==> src/logic/ec_pkg.sv <==
`default_nettype none

package ec_pkg;

	localparam int num_regs = 8; // register file size
	localparam int rom_depth = 62; // point-add program length

	typedef logic [2:0] reg_idx_t;
	typedef logic [5:0] pc_t;

	localparam reg_idx_t reg_px = 3'd0; // first operand x, result x
	localparam reg_idx_t reg_py = 3'd1; // first operand y, result y
	localparam reg_idx_t reg_qx = 3'd2;
	localparam reg_idx_t reg_qy = 3'd3;
	localparam reg_idx_t reg_t4 = 3'd4; // scratch, P infinity flag on load
	localparam reg_idx_t reg_t5 = 3'd5; // scratch, Q infinity flag on load
	localparam reg_idx_t reg_neg_a = 3'd6; // constant -a mod p
	localparam reg_idx_t reg_zero = 3'd7; // constant zero

	// instruction class in the top two bits
	localparam logic [1:0] cls_load = 2'b00;
	localparam logic [1:0] cls_arith = 2'b01;
	localparam logic [1:0] cls_jz = 2'b10; // offset 0 ends with failure
	localparam logic [1:0] cls_jnz = 2'b11; // offset 0 ends with success

	typedef enum logic [2:0] {
		op_sub = 3'd0, // a - b, result also into latch a
		op_mul = 3'd1,
		op_inv = 3'd2,
		op_mov = 3'd3,
		op_tstz = 3'd4 // flag from the named register
	} arith_op_t;

	typedef struct packed {
		logic [1:0] cls;
		reg_idx_t a; // into operand latch a
		reg_idx_t b; // into operand latch b
	} ld_word_t;

	typedef struct packed {
		logic [1:0] cls;
		arith_op_t op;
		reg_idx_t dest; // writeback target, tstz source
	} arith_word_t;

	typedef struct packed {
		logic [1:0] cls;
		logic [5:0] offset; // forward, relative to own pc
	} jump_word_t;

	typedef union packed {
		ld_word_t ld;
		arith_word_t ar;
		jump_word_t jmp;
	} instr_t;

endpackage

`default_nettype wire

==> src/logic/field_inverter.sv <==
`timescale 1ns/1ps
`default_nettype none

module field_inverter #(
	parameter int unsigned field_bits = 16,
	parameter logic [field_bits-1:0] modulus = 16'hfff1
) (
	input wire logic clk,
	input wire logic reset,
	input wire logic inv_start,
	input wire logic [field_bits-1:0] inv_a,
	output logic inv_done,
	output logic [field_bits-1:0] inv_result
);

	logic running;
	logic [field_bits-1:0] u, v, x1, x2; // invariants x1*a = u, x2*a = v
	logic finish;

	// x/2 mod p, odd x gets p added first
	function automatic logic [field_bits-1:0] half_mod(input logic [field_bits-1:0] x);
		logic [field_bits:0] t;
		t = x[0] ? {1'b0, x} + {1'b0, modulus} : {1'b0, x};
		return t[field_bits:1];
	endfunction

	function automatic logic [field_bits-1:0] sub_mod(input logic [field_bits-1:0] a,
		input logic [field_bits-1:0] b);
		logic [field_bits:0] d;
		d = {1'b0, a} - {1'b0, b};
		return d[field_bits] ? d[field_bits-1:0] + modulus : d[field_bits-1:0];
	endfunction

	assign finish = running && (u == 1 || v == 1);

	always_ff @(posedge clk or posedge reset) begin
		if (reset) begin
			running <= 1'b0;
			inv_done <= 1'b0;
		end else begin
			inv_done <= finish;
			if (inv_start)
				running <= 1'b1;
			else if (finish)
				running <= 1'b0;
		end
	end

	always_ff @(posedge clk) begin
		if (inv_start) begin
			u <= inv_a;
			v <= modulus;
			x1 <= 1;
			x2 <= '0;
		end else if (finish)
			inv_result <= (u == 1) ? x1 : x2;
		else if (running) begin
			if (!u[0]) begin // one reduction step per cycle
				u <= u >> 1;
				x1 <= half_mod(x1);
			end else if (!v[0]) begin
				v <= v >> 1;
				x2 <= half_mod(x2);
			end else if (u >= v) begin
				u <= u - v;
				x1 <= sub_mod(x1, x2);
			end else begin
				v <= v - u;
				x2 <= sub_mod(x2, x1);
			end
		end
	end

endmodule

`default_nettype wire

==> src/logic/field_arith_unit.sv <==
`timescale 1ns/1ps
`default_nettype none

module field_arith_unit #(
	parameter int unsigned field_bits = 16,
	parameter logic [field_bits-1:0] modulus = 16'hfff1
) (
	input wire logic clk,
	input wire logic reset,
	input wire logic ld_en,
	input wire logic [field_bits-1:0] opnd_a,
	input wire logic [field_bits-1:0] opnd_b,
	input wire ec_pkg::arith_op_t op,
	input wire logic op_start,
	output logic op_done,
	output logic [field_bits-1:0] result,
	output logic zero_flag,
	output logic inv_start,
	output logic [field_bits-1:0] inv_a,
	input wire logic inv_done,
	input wire logic [field_bits-1:0] inv_result
);

	localparam int cnt_w = $clog2(field_bits + 1);
	localparam logic [1:0] md_idle = 2'd0;
	localparam logic [1:0] md_mul = 2'd1;
	localparam logic [1:0] md_inv = 2'd2;

	logic [1:0] mode;
	logic [cnt_w-1:0] cnt; // multiplier bits left
	logic [field_bits-1:0] lat_a, lat_b, sub_val, m_acc, m_b, dbl_red, mul_next;
	logic [field_bits:0] diff, dbl, dbl_sub, sum_w, sum_sub;

	assign diff = {1'b0, lat_a} - {1'b0, lat_b};
	assign sub_val = diff[field_bits] ? diff[field_bits-1:0] + modulus : diff[field_bits-1:0];

	// msb first, acc = 2*acc + a*bit, reduced after each half
	assign dbl = {m_acc, 1'b0};
	assign dbl_sub = dbl - {1'b0, modulus};
	assign dbl_red = dbl_sub[field_bits] ? dbl[field_bits-1:0] : dbl_sub[field_bits-1:0];
	assign sum_w = {1'b0, dbl_red} + (m_b[field_bits-1] ? {1'b0, lat_a} : '0);
	assign sum_sub = sum_w - {1'b0, modulus};
	assign mul_next = sum_sub[field_bits] ? sum_w[field_bits-1:0] : sum_sub[field_bits-1:0];

	assign inv_a = lat_a;

	always_ff @(posedge clk or posedge reset) begin
		if (reset) begin
			mode <= md_idle;
			cnt <= '0;
			op_done <= 1'b0;
			inv_start <= 1'b0;
			zero_flag <= 1'b0;
		end else begin
			op_done <= 1'b0;
			inv_start <= 1'b0;
			if (op_start) begin
				case (op)
					ec_pkg::op_mul: begin
						mode <= md_mul;
						cnt <= cnt_w'(field_bits - 1);
					end
					ec_pkg::op_inv: begin
						mode <= md_inv;
						inv_start <= 1'b1;
					end
					ec_pkg::op_tstz: begin
						zero_flag <= (opnd_a == '0); // live read of the dest register
						op_done <= 1'b1;
					end
					default: op_done <= 1'b1; // sub and mov, single cycle
				endcase
			end else if (mode == md_mul) begin
				if (cnt == '0) begin
					mode <= md_idle;
					op_done <= 1'b1;
				end else
					cnt <= cnt - 1'b1;
			end else if (mode == md_inv && inv_done) begin
				mode <= md_idle;
				op_done <= 1'b1;
			end
		end
	end

	// results also go back into latch a, the program chains on it
	always_ff @(posedge clk) begin
		if (ld_en) begin
			lat_a <= opnd_a;
			lat_b <= opnd_b;
		end else if (op_start) begin
			case (op)
				ec_pkg::op_sub: begin
					result <= sub_val;
					lat_a <= sub_val;
				end
				ec_pkg::op_mov: result <= lat_a;
				ec_pkg::op_mul: begin
					m_acc <= '0;
					m_b <= lat_b;
				end
				default: ;
			endcase
		end else if (mode == md_mul) begin
			m_acc <= mul_next;
			m_b <= m_b << 1;
			if (cnt == '0) begin
				result <= mul_next;
				lat_a <= mul_next;
			end
		end else if (mode == md_inv && inv_done) begin
			result <= inv_result;
			lat_a <= inv_result;
		end
	end

	a_opnd_reduced: assert property (@(posedge clk) disable iff (reset)
		ld_en |=> (lat_a < modulus && lat_b < modulus));

endmodule

`default_nettype wire

==> src/logic/field_reg_file.sv <==
`timescale 1ns/1ps
`default_nettype none

module field_reg_file #(
	parameter int unsigned field_bits = 16,
	parameter logic [field_bits-1:0] modulus = 16'hfff1,
	parameter int unsigned curve_a = 2
) (
	input wire logic clk,
	input wire logic reset,
	input wire logic load,
	input wire logic [field_bits-1:0] acc_x,
	input wire logic [field_bits-1:0] acc_y,
	input wire logic acc_inf,
	input wire logic [field_bits-1:0] q_x,
	input wire logic [field_bits-1:0] q_y,
	input wire logic q_inf,
	input wire ec_pkg::reg_idx_t rd_a,
	input wire ec_pkg::reg_idx_t rd_b,
	output logic [field_bits-1:0] rd_data_a,
	output logic [field_bits-1:0] rd_data_b,
	input wire logic wr_en,
	input wire ec_pkg::reg_idx_t wr_idx,
	input wire logic [field_bits-1:0] wr_data,
	output logic [field_bits-1:0] sum_x,
	output logic [field_bits-1:0] sum_y
);

	localparam logic [field_bits-1:0] a_red = field_bits'(curve_a % modulus);
	localparam logic [field_bits-1:0] neg_a = (a_red == '0) ? '0 : modulus - a_red;
	localparam int num_wr = ec_pkg::num_regs - 2; // r6 r7 are constants

	logic [field_bits-1:0] regs [num_wr]; // r0 to r5 only

	// constants decoded on the read side, fixed, never written
	assign rd_data_a = (rd_a == ec_pkg::reg_neg_a) ? neg_a :
		(rd_a == ec_pkg::reg_zero) ? '0 : regs[rd_a];
	assign rd_data_b = (rd_b == ec_pkg::reg_neg_a) ? neg_a :
		(rd_b == ec_pkg::reg_zero) ? '0 : regs[rd_b];
	assign sum_x = regs[ec_pkg::reg_px]; // result point lands in r0 r1
	assign sum_y = regs[ec_pkg::reg_py];

	always_ff @(posedge clk) begin
		if (load) begin
			regs[ec_pkg::reg_px] <= acc_x;
			regs[ec_pkg::reg_py] <= acc_y;
			regs[ec_pkg::reg_qx] <= q_x;
			regs[ec_pkg::reg_qy] <= q_y;
			regs[ec_pkg::reg_t4] <= field_bits'(acc_inf); // flags for the tstz checks
			regs[ec_pkg::reg_t5] <= field_bits'(q_inf);
		end else if (wr_en)
			regs[wr_idx] <= wr_data;
	end

	a_no_const_write: assert property (@(posedge clk) disable iff (reset)
		wr_en |-> (wr_idx != ec_pkg::reg_neg_a && wr_idx != ec_pkg::reg_zero));

endmodule

`default_nettype wire

==> src/logic/point_add_microcode.sv <==
`timescale 1ns/1ps
`default_nettype none

module point_add_microcode (
	input wire ec_pkg::pc_t pc,
	output ec_pkg::instr_t instr
);

	// r0,r1 = P  r2,r3 = Q  r4,r5 = infinity flags on entry
	always_comb begin
		case (pc)
			6'd0: instr = 8'b01100100; // tstz r4, P at infinity?
			6'd1: instr = 8'b10001001; // jz +9, P finite
			6'd2: instr = 8'b01100101; // tstz r5
			6'd3: instr = 8'b11000110; // jnz +6, both infinite
			6'd4: instr = 8'b00010000; // ldo r2, r0
			6'd5: instr = 8'b01011000; // mov r0, result is Q
			6'd6: instr = 8'b00011000; // ldo r3, r0
			6'd7: instr = 8'b01011001; // mov r1
			6'd8: instr = 8'b11000000; // end ok
			6'd9: instr = 8'b10000000; // end infinity
			6'd10: instr = 8'b01100101; // tstz r5, Q at infinity?
			6'd11: instr = 8'b10000010; // jz +2, both finite
			6'd12: instr = 8'b11000000; // end ok, P already in r0 r1
			6'd13: instr = 8'b00000010; // ldo r0, r2
			6'd14: instr = 8'b01000100; // sub r4 = px - qx
			6'd15: instr = 8'b01100100; // tstz r4
			6'd16: instr = 8'b10001000; // jz +8, same x
			6'd17: instr = 8'b00100000; // ldo r4, r0
			6'd18: instr = 8'b01010100; // inv r4
			6'd19: instr = 8'b00001011; // ldo r1, r3
			6'd20: instr = 8'b01000101; // sub r5 = py - qy
			6'd21: instr = 8'b00100101; // ldo r4, r5
			6'd22: instr = 8'b01001100; // mul r4 = slope
			6'd23: instr = 8'b11010110; // jnz +22, flag still clear
			6'd24: instr = 8'b00001011; // ldo r1, r3, same x path
			6'd25: instr = 8'b01000100; // sub r4 = py - qy
			6'd26: instr = 8'b01100100; // tstz r4
			6'd27: instr = 8'b10000010; // jz +2, doubling
			6'd28: instr = 8'b10000000; // P = -Q, end infinity
			6'd29: instr = 8'b00111011; // ldo r7, r3
			6'd30: instr = 8'b01000100; // sub r4 = -y
			6'd31: instr = 8'b00011100; // ldo r3, r4
			6'd32: instr = 8'b01000011; // sub r3 = 2y, also latch a
			6'd33: instr = 8'b01010011; // inv r3
			6'd34: instr = 8'b00010010; // ldo r2, r2
			6'd35: instr = 8'b01001101; // mul r5 = x^2
			6'd36: instr = 8'b00111101; // ldo r7, r5
			6'd37: instr = 8'b01000100; // sub r4 = -x^2
			6'd38: instr = 8'b00101100; // ldo r5, r4
			6'd39: instr = 8'b01000101; // sub r5 = 2x^2
			6'd40: instr = 8'b01000101; // sub r5 = 3x^2 off latch a
			6'd41: instr = 8'b00101110; // ldo r5, r6
			6'd42: instr = 8'b01000100; // sub r4 = 3x^2 + a
			6'd43: instr = 8'b00011100; // ldo r3, r4
			6'd44: instr = 8'b01001100; // mul r4 = slope
			6'd45: instr = 8'b00100100; // ldo r4, r4, common tail
			6'd46: instr = 8'b01001101; // mul r5 = s^2
			6'd47: instr = 8'b00101000; // ldo r5, r0
			6'd48: instr = 8'b01000101; // sub r5
			6'd49: instr = 8'b00101010; // ldo r5, r2
			6'd50: instr = 8'b01000010; // sub r2 = new x
			6'd51: instr = 8'b00010000; // ldo r2, r0
			6'd52: instr = 8'b01000011; // sub r3 = x3 - px
			6'd53: instr = 8'b00011100; // ldo r3, r4
			6'd54: instr = 8'b01001011; // mul r3
			6'd55: instr = 8'b00111001; // ldo r7, r1
			6'd56: instr = 8'b01000001; // sub r1 = -py
			6'd57: instr = 8'b00001011; // ldo r1, r3
			6'd58: instr = 8'b01000001; // sub r1 = new y
			6'd59: instr = 8'b00010000; // ldo r2, r0
			6'd60: instr = 8'b01011000; // mov r0 = new x
			6'd61: instr = 8'b11000000; // end ok
			default: instr = 8'b10000000; // past the end, fail
		endcase
	end

endmodule

`default_nettype wire

==> src/logic/point_add_sequencer.sv <==
`timescale 1ns/1ps
`default_nettype none

module point_add_sequencer (
	input wire logic clk,
	input wire logic reset,
	input wire logic add_start,
	output logic add_done,
	output logic add_ok,
	output ec_pkg::pc_t pc,
	input wire ec_pkg::instr_t instr,
	output ec_pkg::reg_idx_t rd_a,
	output ec_pkg::reg_idx_t rd_b,
	output logic wr_en,
	output ec_pkg::reg_idx_t wr_idx,
	output logic ld_en,
	output ec_pkg::arith_op_t op,
	output logic op_start,
	input wire logic op_done,
	input wire logic zero_flag
);

	localparam logic [1:0] st_idle = 2'd0;
	localparam logic [1:0] st_run = 2'd1; // fetch and execute
	localparam logic [1:0] st_wait = 2'd2; // arith op outstanding

	logic [1:0] state;
	logic running, waiting, is_load, is_arith, is_term, take_jump;

	assign running = (state == st_run);
	assign waiting = (state == st_wait);
	assign is_load = (instr.ld.cls == ec_pkg::cls_load);
	assign is_arith = (instr.ar.cls == ec_pkg::cls_arith);
	assign is_term = (instr.jmp.offset == 6'd0); // only meaningful for jumps
	assign take_jump = (instr.jmp.cls == ec_pkg::cls_jz) ? zero_flag : !zero_flag;

	// arith words read their dest on port a, tstz needs it
	assign rd_a = is_load ? instr.ld.a : instr.ar.dest;
	assign rd_b = instr.ld.b; // port b only matters for loads
	assign ld_en = running && is_load;
	assign op = instr.ar.op;
	assign op_start = running && is_arith;
	assign wr_idx = instr.ar.dest; // instr held while waiting
	assign wr_en = waiting && op_done && (instr.ar.op != ec_pkg::op_tstz);

	always_ff @(posedge clk or posedge reset) begin
		if (reset) begin
			state <= st_idle;
			pc <= '0;
			add_done <= 1'b0;
			add_ok <= 1'b0;
		end else begin
			add_done <= 1'b0;
			case (state)
				st_idle: if (add_start) begin
					pc <= '0;
					state <= st_run;
				end
				st_run: begin
					if (is_load)
						pc <= pc + 1'b1;
					else if (is_arith)
						state <= st_wait;
					else if (is_term) begin
						add_done <= 1'b1;
						add_ok <= (instr.jmp.cls == ec_pkg::cls_jnz); // jnz form means success
						state <= st_idle;
					end else if (take_jump)
						pc <= pc + instr.jmp.offset;
					else
						pc <= pc + 1'b1;
				end
				st_wait: if (op_done) begin
					pc <= pc + 1'b1;
					state <= st_run;
				end
				default: state <= st_idle;
			endcase
		end
	end

	a_instr_known: assert property (@(posedge clk) disable iff (reset)
		running |-> !$isunknown(instr));

endmodule

`default_nettype wire

==> src/logic/scalar_mul_loop.sv <==
`timescale 1ns/1ps
`default_nettype none

module scalar_mul_loop #(
	parameter int unsigned field_bits = 16,
	parameter int unsigned scalar_bits = 8
) (
	input wire logic clk,
	input wire logic reset,
	input wire logic start,
	input wire logic [scalar_bits-1:0] k,
	input wire logic [field_bits-1:0] p_x,
	input wire logic [field_bits-1:0] p_y,
	input wire logic p_inf,
	output logic busy,
	output logic done,
	output logic [field_bits-1:0] r_x,
	output logic [field_bits-1:0] r_y,
	output logic r_inf,
	output logic add_start,
	output logic [field_bits-1:0] acc_x,
	output logic [field_bits-1:0] acc_y,
	output logic acc_inf,
	output logic [field_bits-1:0] q_x,
	output logic [field_bits-1:0] q_y,
	output logic q_inf,
	input wire logic add_done,
	input wire logic add_ok,
	input wire logic [field_bits-1:0] sum_x,
	input wire logic [field_bits-1:0] sum_y
);

	localparam int idx_w = (scalar_bits > 1) ? $clog2(scalar_bits) : 1;

	logic [scalar_bits-1:0] k_q; // captured scalar
	logic [field_bits-1:0] px_q, py_q;
	logic pinf_q;
	logic [idx_w-1:0] idx; // current bit, msb first
	logic phase_add; // 0 doubling, 1 adding P
	logic pending; // addition in flight

	// doubling adds acc to itself, add phase uses P or infinity for a 0 bit
	assign q_x = phase_add ? px_q : acc_x;
	assign q_y = phase_add ? py_q : acc_y;
	assign q_inf = phase_add ? (pinf_q | ~k_q[idx]) : acc_inf;

	assign r_x = acc_x; // only moves after an accepted start
	assign r_y = acc_y;
	assign r_inf = acc_inf;

	always_ff @(posedge clk or posedge reset) begin
		if (reset) begin
			busy <= 1'b0;
			done <= 1'b0;
			add_start <= 1'b0;
			acc_inf <= 1'b1;
			phase_add <= 1'b0;
			idx <= '0;
			pending <= 1'b0;
		end else begin
			done <= 1'b0;
			add_start <= 1'b0;
			if (add_start)
				pending <= 1'b1;
			if (start && !busy) begin
				busy <= 1'b1;
				acc_inf <= 1'b1; // acc starts at infinity
				idx <= idx_w'(scalar_bits - 1);
				phase_add <= 1'b0;
				add_start <= 1'b1;
			end else if (add_done) begin
				pending <= 1'b0;
				acc_inf <= ~add_ok; // failed add means infinity
				if (!phase_add) begin
					phase_add <= 1'b1;
					add_start <= 1'b1;
				end else if (idx == '0) begin
					busy <= 1'b0; // falls with the done pulse
					done <= 1'b1;
				end else begin
					idx <= idx - 1'b1;
					phase_add <= 1'b0;
					add_start <= 1'b1;
				end
			end
		end
	end

	always_ff @(posedge clk) begin
		if (start && !busy) begin
			k_q <= k;
			px_q <= p_x;
			py_q <= p_y;
			pinf_q <= p_inf;
		end else if (add_done) begin
			acc_x <= sum_x;
			acc_y <= sum_y;
		end
	end

	// one addition at a time through the sequencer
	a_one_add: assert property (@(posedge clk) disable iff (reset)
		add_start |-> !pending);

	// sequencer answers only a request in flight
	a_add_answered: assert property (@(posedge clk) disable iff (reset)
		add_done |-> pending);

endmodule

`default_nettype wire

==> src/logic/ec_scalar_mul.sv <==
`timescale 1ns/1ps
`default_nettype none

module ec_scalar_mul #(
	parameter int unsigned field_bits = 16,
	parameter logic [field_bits-1:0] modulus = 16'hfff1, // 65521
	parameter int unsigned curve_a = 2,
	parameter int unsigned scalar_bits = 8
) (
	input wire logic clk,
	input wire logic reset,
	input wire logic start,
	input wire logic [scalar_bits-1:0] k,
	input wire logic [field_bits-1:0] p_x,
	input wire logic [field_bits-1:0] p_y,
	input wire logic p_inf,
	output logic busy,
	output logic done,
	output logic [field_bits-1:0] r_x,
	output logic [field_bits-1:0] r_y,
	output logic r_inf
);

	logic add_start, add_done, add_ok, acc_inf, q_inf;
	logic [field_bits-1:0] acc_x, acc_y, q_x, q_y, sum_x, sum_y;
	ec_pkg::pc_t pc;
	ec_pkg::instr_t instr;
	ec_pkg::reg_idx_t rd_a, rd_b, wr_idx;
	logic wr_en, ld_en, op_start, op_done, zero_flag;
	ec_pkg::arith_op_t op;
	logic [field_bits-1:0] rd_data_a, rd_data_b, result;
	logic inv_start, inv_done;
	logic [field_bits-1:0] inv_a, inv_result;

	scalar_mul_loop #(.field_bits(field_bits), .scalar_bits(scalar_bits)) u_loop (
		.clk(clk), .reset(reset), .start(start), .k(k), .p_x(p_x), .p_y(p_y),
		.p_inf(p_inf), .busy(busy), .done(done), .r_x(r_x), .r_y(r_y), .r_inf(r_inf),
		.add_start(add_start), .acc_x(acc_x), .acc_y(acc_y), .acc_inf(acc_inf),
		.q_x(q_x), .q_y(q_y), .q_inf(q_inf), .add_done(add_done), .add_ok(add_ok),
		.sum_x(sum_x), .sum_y(sum_y));

	point_add_sequencer u_seq (
		.clk(clk), .reset(reset), .add_start(add_start), .add_done(add_done),
		.add_ok(add_ok), .pc(pc), .instr(instr), .rd_a(rd_a), .rd_b(rd_b),
		.wr_en(wr_en), .wr_idx(wr_idx), .ld_en(ld_en), .op(op), .op_start(op_start),
		.op_done(op_done), .zero_flag(zero_flag));

	point_add_microcode u_rom (.pc(pc), .instr(instr));

	field_reg_file #(.field_bits(field_bits), .modulus(modulus), .curve_a(curve_a)) u_regs (
		.clk(clk), .reset(reset), .load(add_start), .acc_x(acc_x), .acc_y(acc_y),
		.acc_inf(acc_inf), .q_x(q_x), .q_y(q_y), .q_inf(q_inf), .rd_a(rd_a),
		.rd_b(rd_b), .rd_data_a(rd_data_a), .rd_data_b(rd_data_b), .wr_en(wr_en),
		.wr_idx(wr_idx), .wr_data(result), .sum_x(sum_x), .sum_y(sum_y));

	field_arith_unit #(.field_bits(field_bits), .modulus(modulus)) u_alu (
		.clk(clk), .reset(reset), .ld_en(ld_en), .opnd_a(rd_data_a),
		.opnd_b(rd_data_b), .op(op), .op_start(op_start), .op_done(op_done),
		.result(result), .zero_flag(zero_flag), .inv_start(inv_start), .inv_a(inv_a),
		.inv_done(inv_done), .inv_result(inv_result));

	field_inverter #(.field_bits(field_bits), .modulus(modulus)) u_inv (
		.clk(clk), .reset(reset), .inv_start(inv_start), .inv_a(inv_a),
		.inv_done(inv_done), .inv_result(inv_result));

endmodule

`default_nettype wire

==> config.mk <==
export PLATFORM = sky130hd
export DESIGN_NAME = ec_scalar_mul
export DESIGN_NICKNAME = d
export VERILOG_FILES = /design/src/logic/ec_pkg.sv /design/src/logic/field_inverter.sv /design/src/logic/field_arith_unit.sv /design/src/logic/field_reg_file.sv /design/src/logic/point_add_microcode.sv /design/src/logic/point_add_sequencer.sv /design/src/logic/scalar_mul_loop.sv /design/src/logic/ec_scalar_mul.sv
export SDC_FILE = /design/constraint.sdc
export NUM_CORES = 1
export LEC_CHECK = 0
export ABC_AREA = 1
export BUFFER_PORTS_ARGS = -buffer_cell sky130_fd_sc_hd__buf_2
export CAP_MARGIN = 5
export CORE_MARGIN = 2
export CORE_UTILIZATION = 50
export CTS_BUF_LIST = sky130_fd_sc_hd__clkbuf_16
export DETAILED_ROUTE_END_ITERATION = 8
export PLACE_DENSITY = 0.67
export SYNTH_ARGS = -nofsm -noshare
export SYNTH_HDL_FRONTEND = slang
export SYNTH_SLANG_ARGS = --single-unit
export TNS_END_PERCENT = 10
==> constraint.sdc <==
create_clock -name clk -period 6.8 [get_ports clk]
set_input_delay 1.02 -clock clk [delete_from_list [all_inputs] [get_ports clk]]
set_output_delay 1.02 -clock clk [all_outputs]
set_load 0.01 [all_outputs]
==> results by group, run 1 <==
Worst setup path
  – Critical path data arrival time: 5.44 ns
  – Required arrival time at the worst endpoint: 7.27 ns
  – Kind of start point of the critical path: flip-flop
  – Critical Setup Path Class: reg2reg
  – Worst-path maximum fanout: 32
  – Setup crit end kind: flip-flop
  – Cell count of the worst reg-to-reg path: 16

Finish
  – Number of inserted diodes: 0
  – Utilization of the core after routing: 0.5511
  – Filler Cell Count: 4745
  – Max reg flops: between 90 and 100
  – Total non-filler cell area in the finished layout: roughly 28000 um2
  – Fraction of final layout cells with drive strength greater than 1: 0.07616
  – Area added between synthesis and finish: 8.483%
  – Register cell area after layout: between 10000 and 15000 um2
  – Number of nets at the end of the flow: roughly 3600
  – Register containing the most flip-flops in the final layout: u_regs.regs
  – Multi-input gate area in the final layout: between 10000 and 15000 um2

Run
  – Number of max-capacitance violations reported: 0

Floorplan
  – Core Area: ~50000 um2
  – Std-Cell Rows: 82
  – Initial core utilization: 0.5080
  – Width of the die: roughly 230 um
  – Chip height: between 200 and 250 um
  – Die ar.: roughly 53000 um2
  – Top-Level Pins: a little under 80

Placed design
  – Weighted congestion at the end of routability-driven global placement: approximately 1.0
  – Number of I/O port buffers: 78
  – Half-perimeter wire length after detailed placement: ~67000 um
  – Placed Area: 26410 um2

Clock network
  – CTS tree: yes
  – Clock latency on the worst-skew pair: about 0.6 ns
  – Cts repair resizes: 0
  – Setup fix buffers added after clock tree synthesis: 0
  – Maximum level of the CTS H-tree: 2
  – Deepest clock path buffer count: 3
  – Clock Sink Count: 359
  – Clock root buffer: clkbuf_16
  – Clock-pin slew of the registers on the worst-case setup and hold paths: ~0.06 ns
  – CTS Hold Buffers Added: 0
  – TritonCTS Buffers: 41

Routing
  – Number of antenna-violating nets in the routed design: 0
  – Vias per cell: between 5 and 6
  – Detailed-route wire length: around 87000 um
  – Remaining routing DRC violations: 0
  – Routed vias: roughly 24000
  – Per-cell routed wire length: 21.26 um
  – Drt pass-1 iters: 6
  – Initial detailed-routing violation count: between 3000 and 4000

Global routing
  – Number of global-route vias before repair: around 22000
  – Initial antenna violation count: 3
  – First-pass GRT wire length: approximately 130000 um
  – Pin count of the biggest net entering global routing: 63
  – Overall overflow remaining after global route: 0
  – GRT Resource Usage Total: 0.3227

STA
  – Maximum clock rate: 201.2 MHz
  – Worst-case clock skew: roughly 0.029 ns
  – Number of endpoints with negative hold slack in the final report: 0
  – Final total negative setup slack: 0 ns
  – Remaining max-slew budget at the tightest pin: 0.2194
  – Final number of max-transition violations: 0
  – Final critical-path share of the clock period: 0.7309
  – Pin slew with the least headroom to its limit: between 1 and 1.5 ns
  – Min cycle time layout: roughly 5.0 ns
  – Final setup violation count: 0
  – RSZ-0062 raised after global routing: false

Logic synthesis
  – Post-Syn Nets: approximately 3600
  – Count of flip-flops with a built-in enable after synthesis: between 200 and 300
  – Yosys warnings: 0
  – Compound-gate portion of the synthesized area: 0.1533
  – Primary FF master, synth: edfxtp_1
  – Number of instances in the synthesized netlist: between 3000 and 4000
  – Xor/xnor cell area share of the yosys netlist: 0.03789
  – Fraction of registers with async set/reset: 0.08357
  – Distinct cells, synth: 69
  – Average size of a mapped cell: 7.557 um2
  – Post-synthesis instance area: approximately 26000 um2
  – Multiplexer share of the synthesized area: 0.0008312
  – Share of synthesized cell area in and, or, nand and nor gates: 0.2562
  – Register area share after synthesis: 0.3967
  – FF+latch count, synth: about 360
  – Main combinational cell family by area after synthesis: simple AND/OR/NAND/NOR gates
  – Arithmetic-cell share of the synthesized area counting full adders, half adders and majority gates: 0.06562

Hold path
  – Worst hold path cell count: 0
  – Min-Delay Path Class: reg2reg

Run status
  – Outcome: finished clean
-- through the flow --
step                std cells  hold slack (ns)  worst slack [ns]
floorplan                3386           0.4264             1.934
global placement         4036           0.4361             1.983
detailed placement       4036           0.4324             2.006
CTS                      4112           0.4578             1.979
global route             4112           0.4639             1.449
finish                   4112           0.4576             1.830
-- cell usage after synthesis, types with 17 or more instances --
library cell  instances  area (um2)
edfxtp_1            281        8438
o21ai_0             271        1356
xor2_1               87       762.0
nor3_1               43       215.2
o21ai_1              24       120.1
buf_2                29       145.1
nand4_1              40       250.2
xnor2_1              20       175.2
dfrtp_1              29       725.7
inv_1               426        1599
nor2_1              342        1284
nand3_1             250        1251
o211ai_1             24       180.2
dfxtp_1              48       960.9
or2_2                24       150.1
inv_2                17       63.81
a31oi_1              43       269.0
ha_1                123        1539
nand2_2              18       112.6
nand2_1             753        2826
a21oi_1             220        1101
clkbuf_1             58       217.7
-- placed cells by master, fill, tap and decap left out, drive strengths merged, types with 10 or more instances in the layout --
cell      n
a211oi   13
a21oi   221
a31oi    43
buf      99
clkbuf   41
clkinv   20
dfrtp    29
dfxtp    48
edfxtp  281
ha      123
inv     455
nand2   777
nand3   255
nand4    41
nor2    358
nor3     44
nor4     10
o211ai   24
o21ai   296
o221ai   10
o22ai    16
o31ai    14
or2      24
xnor2    20
xor2     89
-- final timing paths --
kind | slack, ns | to | startpoint
hold / removal | 0.46 | u_loop.acc_y[2] | u_regs.regs[1][2]
min in group asynchronous | 0.56 | u_seq.pc[3] | reset
setup reg to reg | 1.83 | u_inv.x2[9] | u_inv.u[0]
setup / recovery | 1.83 | u_inv.x2[9] | u_inv.u[0]
max in group asynchronous | 5.87 | u_alu.cnt[4] | reset
hold reg to reg | 0.46 | u_loop.acc_y[2] | u_regs.regs[1][2]
-- per-layer routing --
layer / global-route usage / wire length, um / vias to the layer above
met5: 0 / 13 / -
met1: 0.4628 / 37670 / 11469
met3: 0.04787 / 8287 / 203
li1: - / - / 11422
met2: 0.4992 / 38340 / 1273
met4: 0.1079 / 3104 / 2
-- worst max-delay path, cell delays in order (launching register included) --
cell and delay (ns):
edfxtp_1 0.75, clkinv_1 0.12, buf_4 0.26, ha_1 0.25, inv_1 0.07, fa_1 0.43, a21oi_1 0.25, o21ai_0 0.26
nand2_1 0.13, nand3_1 0.44, nand2_1 0.61, inv_2 0.13, nor2_1 0.13, buf_4 0.31, inv_2 0.29, o31ai_1 0.34
inv_1 0.07
-- kinds of logic after synthesis --
kind of cell	Yosys count
XOR/XNOR	109
adder cells (fa/ha/maj)	130
AND/OR/NAND/NOR	1523
buffers and inverters	568
AO/OA/AOI/OAI	695
multiplexers	2
flip-flops	359
-- area by class of cell --
class                      count  share of cell area
sequential                   359              0.3657
inverter                     447             0.06062
clock buffer                  41             0.03696
multi-input combinational   2459              0.4749
timing repair buffer          99             0.01974
tap                          672             0.03029
clock inverter                35             0.01185
Power of run 1 is not shown: default switching activity piles up to over one toggle a cycle in this logic, so the estimate is an artifact.
==> run 2, diff against run 1 <==
--- a/config.mk
+++ b/config.mk
@@ -5,14 +5,14 @@
 export SDC_FILE = /design/constraint.sdc
 export NUM_CORES = 1
 export LEC_CHECK = 0
-export ABC_AREA = 1
+export ABC_AREA = 0
 export BUFFER_PORTS_ARGS = -buffer_cell sky130_fd_sc_hd__buf_2
 export CAP_MARGIN = 5
 export CORE_MARGIN = 2
 export CORE_UTILIZATION = 50
 export CTS_BUF_LIST = sky130_fd_sc_hd__clkbuf_16
 export DETAILED_ROUTE_END_ITERATION = 8
-export PLACE_DENSITY = 0.67
+export PLACE_DENSITY = 0.7
 export SYNTH_ARGS = -nofsm -noshare
 export SYNTH_HDL_FRONTEND = slang
 export SYNTH_SLANG_ARGS = --single-unit
==> constraint.sdc (replaced) <==
create_clock -name clk -period 3.98 [get_ports clk]
set_input_delay 0.597 -clock clk [delete_from_list [all_inputs] [get_ports clk]]
set_output_delay 0.597 -clock clk [all_outputs]
set_load 0.01 [all_outputs]
==> results by group, run 2 <==
Floorplan
  – Top-Level Pins: 79
  – Width of the die: around 230 um
  – Core Area: between 40000 and 50000 um2
  – Std-Cell Rows: 82
  – Initial core utilization: 0.5037
  – Chip height: between 200 and 250 um
  – Die ar.: between 50000 and 60000 um2

Clock network
  – Clock latency on the worst-skew pair: between 0.5 and 0.6 ns
  – Clock root buffer: clkbuf_16
  – Clock Sink Count: around 360
  – TritonCTS Buffers: 40
  – Clock-pin slew of the registers on the worst-case setup and hold paths: about 0.060 ns
  – CTS tree: yes
  – CTS Hold Buffers Added: 0
  – Maximum level of the CTS H-tree: 2
  – Deepest clock path buffer count: 3

Finish
  – Number of nets at the end of the flow: around 3200
  – Utilization of the core after routing: 0.5986
  – Register cell area after layout: 10150 um2
  – Total non-filler cell area in the finished layout: approximately 30000 um2
  – Leading cell types in the layout, fill and taps excluded: buf_4 (285), edfxtp_1 (281), nand2_1 (277), nor2_1 (202), o21ai_0 (184)
  – Area added between synthesis and finish: 18.85%
  – Filler Cell Count: roughly 4300
  – Max reg flops: 96
  – Register containing the most flip-flops in the final layout: u_regs.regs
  – Fraction of final layout cells with drive strength greater than 1: 0.2078
  – Most common cell after layout, fill and taps aside: buf_4
  – Number of inserted diodes: 0
  – Multi-input gate area in the final layout: 14310 um2

Worst setup path
  – Most frequent cell on the critical path: nor3_2
  – Worst path cell trace: nor3_2 -> nand4b_1 -> nor3_2 -> xnor2_2 -> inv_2 -> ha_4 -> fa_2 -> a211o_1 -> a21oi_4 -> a2bb2oi_4 -> nand4b_4 -> or4b_4 -> nor2_4 -> and4_4 -> xnor2_4 -> or3_4 -> and3_4 -> o22ai_1
  – Critical Setup Path Class: reg2reg
  – Kind of start point of the critical path: flip-flop
  – Slowest library cell on the worst path: or4b_4
  – Crit-path max cell delay: between 0.5 and 0.6 ns
  – Setup crit end kind: flip-flop
  – Required arrival time at the worst endpoint: 4.40 ns
  – Worst-path maximum fanout: 7
  – Cell family contributing the most delay on the critical path: simple AND/OR/NAND/NOR gates
  – Buffer and inverter count on the worst path: 1
  – Critical path data arrival time: just over 5 ns

Logic synthesis
  – Post-synthesis instance area: ~25000 um2
  – Average size of a mapped cell: ~9.3 um2
  – Dominant cell type by area after synthesis: edfxtp_1
  – Number of instances in the synthesized netlist: 2715
  – Synth cell count leaders: edfxtp_1 (281), nand2_1 (279), nor2_1 (209)
  – Most used standard cell by instance count after synthesis: edfxtp_1
  – Portion of synthesized cell area occupied by the leading cell type: 0.3353
  – Yosys warnings: 0
  – Count of flip-flops with a built-in enable after synthesis: between 200 and 300
  – Primary FF master, synth: edfxtp_1
  – FF+latch count, synth: 359
  – Top cells by area, synth: edfxtp_1 (34%), ha_1 (6.1%), nand2_1 (4.2%)
  – Post-Syn Nets: ~2900
  – Register area share after synthesis: 0.4033
  – Distinct cells, synth: ~110
  – Fraction of registers with async set/reset: 0.08357

Run
  – Number of max-capacitance violations reported: 0

Global routing
  – Number of global-route vias before repair: around 22000
  – GRT Resource Usage Total: 0.3029
  – Overall overflow remaining after global route: 0
  – First-pass GRT wire length: around 120000 um
  – Initial antenna violation count: 2
  – Pin count of the biggest net entering global routing: 63

STA
  – Hold slack: around 0.18 ns
  – Pin slew with the least headroom to its limit: roughly 1.1 ns
  – RSZ-0062 raised after global routing: true
  – Worst-case clock skew: approximately 0.028 ns
  – Final critical-path share of the clock period: 1.175
  – Min cycle time layout: 4.676 ns
  – Number of endpoints with negative hold slack in the final report: 0
  – Final setup violation count: 48
  – Smallest setup slack after layout: -0.6961 ns
  – Final number of max-transition violations: 0
  – Remaining max-slew budget at the tightest pin: 0.2354
  – Maximum clock rate: between 200 and 250 MHz

Routing
  – Per-cell routed wire length: 22.01 um
  – Remaining routing DRC violations: 0
  – Initial detailed-routing violation count: around 2500
  – Routed vias: roughly 23000
  – Number of antenna-violating nets in the routed design: 0
  – Detailed-route wire length: slightly above 80000 um
  – Drt pass-1 iters: 6
  – Vias per cell: approximately 6

Placed design
  – Post-place setup slack: -0.9372 ns
  – Weighted congestion at the end of routability-driven global placement: just under 1
  – Half-perimeter wire length after detailed placement: slightly above 60000 um
  – Placed Area: roughly 28000 um2
  – Number of I/O port buffers: 78

Run status
  – Outcome: finished with violations
  – Violations in the final reports: negative setup slack

Hold path
  – Min-Delay Path Class: in2reg
run 2: area by class of cell:
class                   count  area share
inverters                 162     0.02033
clock inverters            33     0.01142
multi-input cells        2052      0.4783
flip-flops and latches    359      0.3395
repair buffers            372     0.08885
well taps                 672     0.02811
clock buffers              40     0.03346
run 2: repair_timing:
action,CTS,global route
pin swaps,24,47
gates resized for setup,37,75
setup endpoints to repair,50,178
setup buffers,5,12
run 2: cell families after synthesis:
kind of cell    count (synthesis)  synth area share
simple gates                  866            0.1666
compound gates                767            0.2019
flops                         359            0.4033
buf+inv                       304           0.04867
xor+xnor                      163           0.05802
fa+ha+maj                     130           0.06672
mux                           126           0.05469
run 2: per-stage QoR:
stage	instances	setup TNS (ns)
floorplan	2715	-21.84
global placement	3602	-29.93
detailed placement	3602	-35.90
CTS	3680	-28.20
global route	3690	-36.13
finish	3690	-27.08
run 2: metal layers:
metal / share of wire / vias up / GRT usage
li1: - / 10479 / -
met1: 0.43 / 10962 / 0.4393
met2: 0.44 / 1097 / 0.4644
met3: 0.091 / 153 / 0.04940
met4: 0.032 / 0 / 0.09498
met5: 0 / - / 0
run 2: path summary, 6_finish.rpt:
path                                    to  cells past startpoint             from  slack (ns)
max                        u_alu.result[6]                     18   u_alu.m_acc[2]       -0.70
min                         u_loop.py_q[1]                      1           p_y[1]        0.18
max reg2reg                u_alu.result[6]                     18   u_alu.m_acc[2]       -0.70
min reg2reg                u_alu.zero_flag                      2  u_alu.zero_flag        0.50
max in group asynchronous   u_loop.acc_inf                      3            reset        2.85
min in group asynchronous  u_alu.zero_flag                      2            reset        0.31
Power of run 2 is left out for the same reason.
